$ cat src/source/cachePkg.sv
package cachePkg;

    // --------------------------------------------------
    // Word geometry
    // --------------------------------------------------

    // Data and address word width
    localparam int wordBits = 32;

    // Address bits below the word, byte select
    localparam int byteOffsetBits = 2;

    // --------------------------------------------------
    // Default cache and memory geometry
    // --------------------------------------------------

    // Words per cache block
    localparam int defaultBlockWords = 4;

    // Sets per way
    localparam int defaultLines = 16;

    // Backing memory size, in blocks
    localparam int defaultMemBlocks = 256;

    // Cycles from seen request to acknowledge
    localparam int defaultMemDelay = 3;

    // --------------------------------------------------
    // Memory contents after reset
    // --------------------------------------------------

    // Word contents = byte address ^ initPattern
    localparam logic [wordBits-1:0] initPattern = 32'hA5A5_0000;

endpackage

$ cat src/source/cacheWay.sv
`timescale 1ns/1ps

module cacheWay #(
    parameter int blockWords = cachePkg::defaultBlockWords,
    parameter int lines = cachePkg::defaultLines,
    parameter int tagBits = cachePkg::wordBits - cachePkg::byteOffsetBits
                            - $clog2(blockWords) - $clog2(lines)
) (
    input  logic clk,
    input  logic rstN,
    input  logic [$clog2(lines)-1:0] index,
    input  logic fill,
    input  logic [blockWords*cachePkg::wordBits-1:0] fillBlock,
    input  logic update,
    input  logic [$clog2(blockWords)-1:0] wordSel,
    input  logic [cachePkg::wordBits-1:0] updateWord,
    input  logic [tagBits-1:0] fillTag,
    output logic valid,
    output logic [tagBits-1:0] tag,
    output logic [blockWords*cachePkg::wordBits-1:0] block
);
    import cachePkg::*;

    // Per-set state
    logic [lines-1:0] validBits;
    logic [tagBits-1:0] tagMem [lines];
    logic [blockWords*wordBits-1:0] dataMem [lines];

    // Lookup is purely combinational on index
    assign valid = validBits[index];
    assign tag = tagMem[index];
    assign block = dataMem[index];

    // Valid bits, cleared by reset
    always_ff @(posedge clk or negedge rstN) begin
        if (!rstN) begin
            validBits <= '0;
        end else if (fill) begin
            validBits[index] <= 1'b1;
        end
    end

    // Tag and data storage
    // Word 0 sits in the top slot of a block
    always_ff @(posedge clk) begin
        if (fill) begin
            tagMem[index] <= fillTag;
            dataMem[index] <= fillBlock;
        end else if (update) begin
            dataMem[index][(blockWords-1-int'(wordSel))*wordBits +: wordBits] <= updateWord;
        end
    end

    // Fill comes from a read miss, update from a write hit; never both at once
    fillUpdateExclusive: assert property (@(posedge clk) disable iff (!rstN)
        !(fill && update))
        else $error("cacheWay: fill and update in the same cycle");

endmodule

$ cat src/source/cacheController.sv
`timescale 1ns/1ps

module cacheController (
    input  logic clk,
    input  logic rstN,
    input  logic memRead,
    input  logic memWrite,
    input  logic hit,
    output logic stall,
    output logic fillEn,
    output logic fromMem,
    output logic memReq,
    output logic memWe,
    input  logic memAck
);

    // --------------------------------------------------
    // State encoding
    // --------------------------------------------------

    localparam logic [1:0] stateIdle = 2'd0;
    localparam logic [1:0] stateWaitAck = 2'd1;
    localparam logic [1:0] stateWaitDrop = 2'd2;

    logic [1:0] state;
    logic [1:0] nextState;

    // Memory needed: read miss or any write
    logic needMem;

    assign needMem = memWrite | (memRead & ~hit);

    // --------------------------------------------------
    // Next state
    // --------------------------------------------------

    always_comb begin
        nextState = state;
        case (state)
            stateIdle: begin
                if (needMem) begin
                    nextState = stateWaitAck;
                end
            end
            stateWaitAck: begin
                // Access completes in the ack cycle
                if (memAck) begin
                    nextState = stateWaitDrop;
                end
            end
            stateWaitDrop: begin
                // Four-phase close, wait for memory to release ack
                if (!memAck) begin
                    nextState = stateIdle;
                end
            end
            default: nextState = stateIdle;
        endcase
    end

    always_ff @(posedge clk or negedge rstN) begin
        if (!rstN) begin
            state <= stateIdle;
            memWe <= 1'b0;
        end else begin
            state <= nextState;
            // Direction latched on entry, stable while memReq is high
            if (state == stateIdle && needMem) begin
                memWe <= memWrite;
            end
        end
    end

    // --------------------------------------------------
    // Outputs
    // --------------------------------------------------

    // Request held for the whole wait-ack state
    assign memReq = (state == stateWaitAck);

    always_comb begin
        case (state)
            stateIdle: stall = needMem;
            stateWaitAck: stall = ~memAck;
            // No new access until the handshake has closed
            stateWaitDrop: stall = memRead | memWrite;
            default: stall = 1'b1;
        endcase
    end

    // Single-cycle fill strobe on the read ack
    assign fillEn = (state == stateWaitAck) & memAck & ~memWe;

    // Read data taken from the fetched block
    assign fromMem = (state == stateWaitAck) & ~memWe;

    // Handshake rules seen from the requester side
    reqHeldUntilAck: assert property (@(posedge clk) disable iff (!rstN)
        $fell(memReq) |-> $past(memAck))
        else $error("cacheController: memReq dropped before memAck");

    reqRiseOnlyAckLow: assert property (@(posedge clk) disable iff (!rstN)
        $rose(memReq) |-> !memAck)
        else $error("cacheController: memReq raised while memAck high");

endmodule

$ cat src/source/dataCache.sv
`timescale 1ns/1ps

module dataCache #(
    parameter int blockWords = cachePkg::defaultBlockWords,
    parameter int lines = cachePkg::defaultLines
) (
    input  logic clk,
    input  logic rstN,
    input  logic memRead,
    input  logic memWrite,
    input  logic [cachePkg::wordBits-1:0] addr,
    input  logic [cachePkg::wordBits-1:0] writeData,
    output logic [cachePkg::wordBits-1:0] readData,
    output logic stall,
    output logic memReq,
    output logic memWe,
    output logic [cachePkg::wordBits-1:0] memAddr,
    output logic [cachePkg::wordBits-1:0] memWriteData,
    input  logic memAck,
    input  logic [blockWords*cachePkg::wordBits-1:0] memBlock
);
    import cachePkg::*;

    // --------------------------------------------------
    // Address fields
    // --------------------------------------------------

    localparam int wordSelBits = $clog2(blockWords);
    localparam int indexBits = $clog2(lines);
    localparam int tagBits = wordBits - byteOffsetBits - wordSelBits - indexBits;

    logic [wordSelBits-1:0] wordSel;
    logic [indexBits-1:0] index;
    logic [tagBits-1:0] addrTag;

    assign wordSel = addr[byteOffsetBits +: wordSelBits];
    assign index = addr[byteOffsetBits+wordSelBits +: indexBits];
    assign addrTag = addr[wordBits-1 -: tagBits];

    // Way outputs
    logic valid0, valid1;
    logic [tagBits-1:0] tag0, tag1;
    logic [blockWords*wordBits-1:0] block0, block1;

    // Hit, victim and enables
    logic hit0, hit1, hit;
    logic victim1;
    logic fillEn, fromMem;
    logic fill0, fill1, update0, update1;
    logic [lines-1:0] lruBits;
    logic [wordBits-1:0] word0, word1, memWord;

    cacheWay #(.blockWords(blockWords), .lines(lines), .tagBits(tagBits)) way0 (
        .clk(clk), .rstN(rstN), .index(index),
        .fill(fill0), .fillBlock(memBlock),
        .update(update0), .wordSel(wordSel), .updateWord(writeData),
        .fillTag(addrTag), .valid(valid0), .tag(tag0), .block(block0));

    cacheWay #(.blockWords(blockWords), .lines(lines), .tagBits(tagBits)) way1 (
        .clk(clk), .rstN(rstN), .index(index),
        .fill(fill1), .fillBlock(memBlock),
        .update(update1), .wordSel(wordSel), .updateWord(writeData),
        .fillTag(addrTag), .valid(valid1), .tag(tag1), .block(block1));

    cacheController controller (
        .clk(clk), .rstN(rstN), .memRead(memRead), .memWrite(memWrite),
        .hit(hit), .stall(stall), .fillEn(fillEn), .fromMem(fromMem),
        .memReq(memReq), .memWe(memWe), .memAck(memAck));

    // --------------------------------------------------
    // Hit detection and victim choice
    // --------------------------------------------------

    assign hit0 = valid0 & (tag0 == addrTag);
    assign hit1 = valid1 & (tag1 == addrTag);
    assign hit = hit0 | hit1;

    // Invalid way first, else the one not used last
    assign victim1 = !valid0 ? 1'b0 : (!valid1 ? 1'b1 : ~lruBits[index]);

    assign fill0 = fillEn & ~victim1;
    assign fill1 = fillEn & victim1;

    // Write hit updates in the ack cycle only
    assign update0 = memWrite & hit0 & ~stall;
    assign update1 = memWrite & hit1 & ~stall;

    // LRU bit holds the most recently used way
    always_ff @(posedge clk or negedge rstN) begin
        if (!rstN) begin
            lruBits <= '0;
        end else if ((memRead | memWrite) & hit & ~stall) begin
            lruBits[index] <= hit1;
        end else if (fillEn) begin
            lruBits[index] <= victim1;
        end
    end

    // --------------------------------------------------
    // Word select and read data
    // --------------------------------------------------

    always_comb begin
        word0 = '0;
        word1 = '0;
        memWord = '0;
        for (int w = 0; w < blockWords; w++) begin
            if (int'(wordSel) == w) begin
                word0 = block0[(blockWords-1-w)*wordBits +: wordBits];
                word1 = block1[(blockWords-1-w)*wordBits +: wordBits];
                memWord = memBlock[(blockWords-1-w)*wordBits +: wordBits];
            end
        end
    end

    assign readData = fromMem ? memWord : (hit1 ? word1 : word0);

    // Block-aligned for refills, word-exact for write-through
    assign memAddr = memWe
        ? {addr[wordBits-1:byteOffsetBits], {byteOffsetBits{1'b0}}}
        : {addr[wordBits-1:byteOffsetBits+wordSelBits], {(byteOffsetBits+wordSelBits){1'b0}}};
    assign memWriteData = writeData;

    // A block lives in at most one way
    singleWayHit: assert property (@(posedge clk) disable iff (!rstN)
        (memRead || memWrite) |-> !(hit0 && hit1))
        else $error("dataCache: both ways hit");

    // Refill lands in exactly one way, and only on a miss
    fillOneWay: assert property (@(posedge clk) disable iff (!rstN)
        fillEn |-> ($onehot({fill1, fill0}) && !hit))
        else $error("dataCache: bad fill target");

endmodule

$ cat config.mk
export PLATFORM = sky130hd
export DESIGN_NAME = dataCache
export DESIGN_NICKNAME = d
export VERILOG_FILES = /design/src/source/cachePkg.sv /design/src/source/cacheWay.sv /design/src/source/cacheController.sv /design/src/source/dataCache.sv
export SDC_FILE = /design/constraint.sdc
export NUM_CORES = 2
export LEC_CHECK = 0
export BUFFER_PORTS_ARGS = -buffer_cell sky130_fd_sc_hd__buf_2
export CAP_MARGIN = 20
export CORE_MARGIN = 5
export CORE_UTILIZATION = 46
export CTS_CLUSTER_DIAMETER = 30
export DETAILED_ROUTE_END_ITERATION = 8
export SLEW_MARGIN = 20
export SYNTH_ARGS = -nofsm -noshare
export SYNTH_HDL_FRONTEND = slang
export SYNTH_MEMORY_MAX_BITS = 65536
export SYNTH_SLANG_ARGS = --single-unit
$ cat constraint.sdc
create_clock -name clk -period 15.2 [get_ports clk]
set_input_delay 3.04 -clock clk [delete_from_list [all_inputs] [get_ports clk]]
set_output_delay 3.04 -clock clk [all_outputs]
set_load 0.1 [all_outputs]
==> results.md <==
* Worst Skew at 0.0887 ns
* Initial antenna violation count at 96
* Synth Cell Area at 195000 um^2
* RR Startpoint: way0.tagMem[3][21]
* Maximum number of pins on one net before global-route repair at 122
* Max transition margin at 0.114
* CP Capture Type: output pin
* CP max stage cell: a22oi_1
* Critical Path Source Type: input pin
* Post-route ant nets at 0
* Worst-Margin Slew at 1.33 ns
* Final wirelength at 589000 um
* Worst Hold Launch: way0.validBits[15]
* Overall die area at 438000 um^2
* Crit path time final at 12.79 ns
* Via density per instance at 6.24
* Class of the worst hold path: reg2reg
* Commonest cells after routing, fill and taps aside: edfxtp_1, mux4_2, clkbuf_16
* I/O pins at 296
* CTS Buf Count at 919
* Root buffer cell: clkbuf_16
* Detailed Route Iter0 Violations at 13500
* Hpwl dp at 337000 um
* Starting density of the core at 0.461
* Clock latency on the worst-skew pair at 1.12 ns
* Most frequent CP cell: a22oi_1
* Pleak at 77.7 nW
* Async S/R FF share, synth at 0.0104
* Drt drc at 0
* Number of synthesized flops with an enable pin at 4864
* Post-CTS Hold Buffers at 0
* Syn avg cell area at 21.3 um^2
* Synth warnings at 0
* Most common cell after layout, fill and taps aside: edfxtp_1
* H-Tree Depth at 6
* Util after Layout at 0.562
* Seq/Total Area, Yosys at 0.754
* Die width at 662 um
* Worst Path Max Fanout at 38
* Number of global-route vias before repair at 104000
* Post-CTS Repair Setup Buffers at 0
* Design area at 238000 um^2
* PwrDens at 161 nW/um^2
* Tcrit/Tclk final at 0.841
* Setup Viol. Count Final at 0
* Seq cells post-synth at 4915
* DP Area at 205000 um^2
* Post-Syn Instances at 9156
* Outcome: complete, no violations
* Worst Setup SP: addr[6]
* CP Class: in2out
* First-pass GRT wire length at 809000 um
* Routability cong. at 0.881
* DR pass1 iterations at 6
* Hold Fails Final Rpt at 0
* CTS tree: yes
* Avg WL per Cell at 35.4 um
* Synth unique cells at 78
* Fmax at 78.2 MHz
* Global-route usage over all layers at 0.265
* Grt ovf at 0
* Clk pin slew, worst setup/hold paths at 0.04 ns
* Layout net count at 10300
* Max stage delay on crit path at 0.98 ns
* Post_cts resized at 0
* Num rows at 239
* WP data arrival at 9.75 ns
* MaxCap Viol Count at 0
* RSZ-0062 raised after global routing: no
* Die Height at 662 um
* Critical path data required time at 12.16 ns
* Share of cells above drive strength 1 at 0.368
* Area delta synth->final at 21.7%
* CTS sink cnt at 4915
* Fill cell count at 31200
* Core Area at 423000 um^2
* Worst path cell trace: buf_6, and2_2, a22oi_1, a21o_1, a221oi_1, o221ai_1, nor4b_1, and3_2, buf_4, a31oi_1, a22o_1, a22oi_1, buf_2
* Ys flop type: edfxtp_1
* IO buf count at 291
* Vias at 104000
* Setup TNS at 0 ns
* Max Root-Sink Buffers at 4
* Peak supply drop at 0.127 mV
* Fin. max-slew vios at 0
==> cell type report <==
type                       count  area [um^2]  share of cell area
inverter                     172          664             0.00279
tap                         5663         7090              0.0298
clock inverter               733         8520              0.0358
clock buffer                 998        23500              0.0987
timing repair buffer         695         4830              0.0203
sequential                  4915       147000               0.620
multi-input combinational   3417        45800               0.192
antenna                       57          143            0.000600
==> critical path: cells and delay by family <==
kind                   cells  cell delay (ns)
AO/OA/AOI/OAI              7             3.08
AND/OR/NAND/NOR            3             2.02
buffers and inverters      3             1.51
==> layer usage <==
metal / track usage / wire length (um) / vias up
met5: 0 / 199 / -
met1: 0.349 / 217000 / 55500
met3: 0.0705 / 62800 / 1190
li1: - / - / 40800
met4: 0.117 / 28300 / 36
met2: 0.416 / 281000 / 6368
==> where the power goes <==
part / leakage (nW) / switching [mW] / total, mW / internal, mW
clock: 15.3 / 7.07 / 20.6 / 13.5
sequential: 44.4 / 0.0407 / 15.1 / 15.1
combinational: 18.0 / 1.87 / 2.61 / 0.736
==> Yosys cell counts (6+ instances only) <==
| cell type | number | area (um^2) |
|---|---|---|
| nand3_1 | 161 | 806 |
| a221oi_1 | 98 | 858 |
| o22ai_1 | 29 | 181 |
| nor2_1 | 247 | 927 |
| ha_1 | 7 | 87.6 |
| nor2b_1 | 17 | 106 |
| or2_2 | 33 | 206 |
| mux2_2 | 93 | 1050 |
| nand4_1 | 14 | 87.6 |
| o211ai_1 | 6 | 45.0 |
| mux4_2 | 1396 | 31400 |
| buf_2 | 160 | 801 |
| nand2b_1 | 6 | 37.5 |
| a31oi_1 | 38 | 238 |
| a21oi_1 | 78 | 390 |
| nor3_1 | 23 | 115 |
| nand2_1 | 344 | 1290 |
| buf_4 | 91 | 683 |
| o21ai_0 | 173 | 866 |
| edfxtp_1 | 4864 | 146000 |
| and2_1 | 10 | 62.6 |
| mux2i_1 | 197 | 1970 |
| xnor2_1 | 37 | 324 |
| clkbuf_1 | 309 | 1160 |
| o21ai_1 | 121 | 606 |
| inv_1 | 168 | 631 |
| dfrtp_1 | 51 | 1280 |
| buf_6 | 31 | 349 |
| clkbuf_2 | 28 | 140 |
| a22oi_1 | 79 | 593 |
| a22o_1 | 38 | 333 |
| a211o_1 | 30 | 263 |
| buf_1 | 29 | 109 |
| nor4_1 | 8 | 50.1 |
| a32oi_1 | 31 | 272 |
| and3_1 | 9 | 56.3 |
==> worst paths after layout <==
check	to	slack, ns	depth (start not counted)
min in group asynchronous	way1.validBits[2]	2.12	2
max reg2reg	way0.dataMem[13][84]	9.05	12
max in group asynchronous	way0.validBits[10]	12.43	2
min	way0.validBits[15]	0.46	1
max	readData[7]	2.41	13
min reg2reg	way0.validBits[15]	0.46	1
==> sequential cells by signal, summed over array words and instances, names as in the netlist <==
name,cells
way0.dataMem,2048
way1.tagMem,384
lruBits,16
controller.memWe,1
way1.dataMem,2048
way1.validBits,16
way0.validBits,16
controller.state,2
way0.tagMem,384
==> through the flow <==
stage,setup WS (ns),power (mW),instances,hold slack (ns)
2_1_floorplan,4.54,16.8,9157,0.434
5_1_grt,2.44,39.3,16600,0.472
3_5_place_dp,2.63,17.9,14900,0.455
6_report,2.41,38.3,16700,0.463
4_1_cts,2.59,38.4,16600,0.464
3_3_place_gp,2.54,17.9,14800,0.446
==> logic make-up after synthesis <==
family	after synthesis	synth area share
other	1	0.0000192
AOI/OAI and AO/OA	783	0.0266
adders and majority gates	7	0.000448
DFF	4915	0.754
and+or+nand+nor	898	0.0204
muxes	1687	0.176
xor gates and xnor gates	40	0.00179
buffers and inverters	825	0.0203
Power figures use the tool's default switching activity.
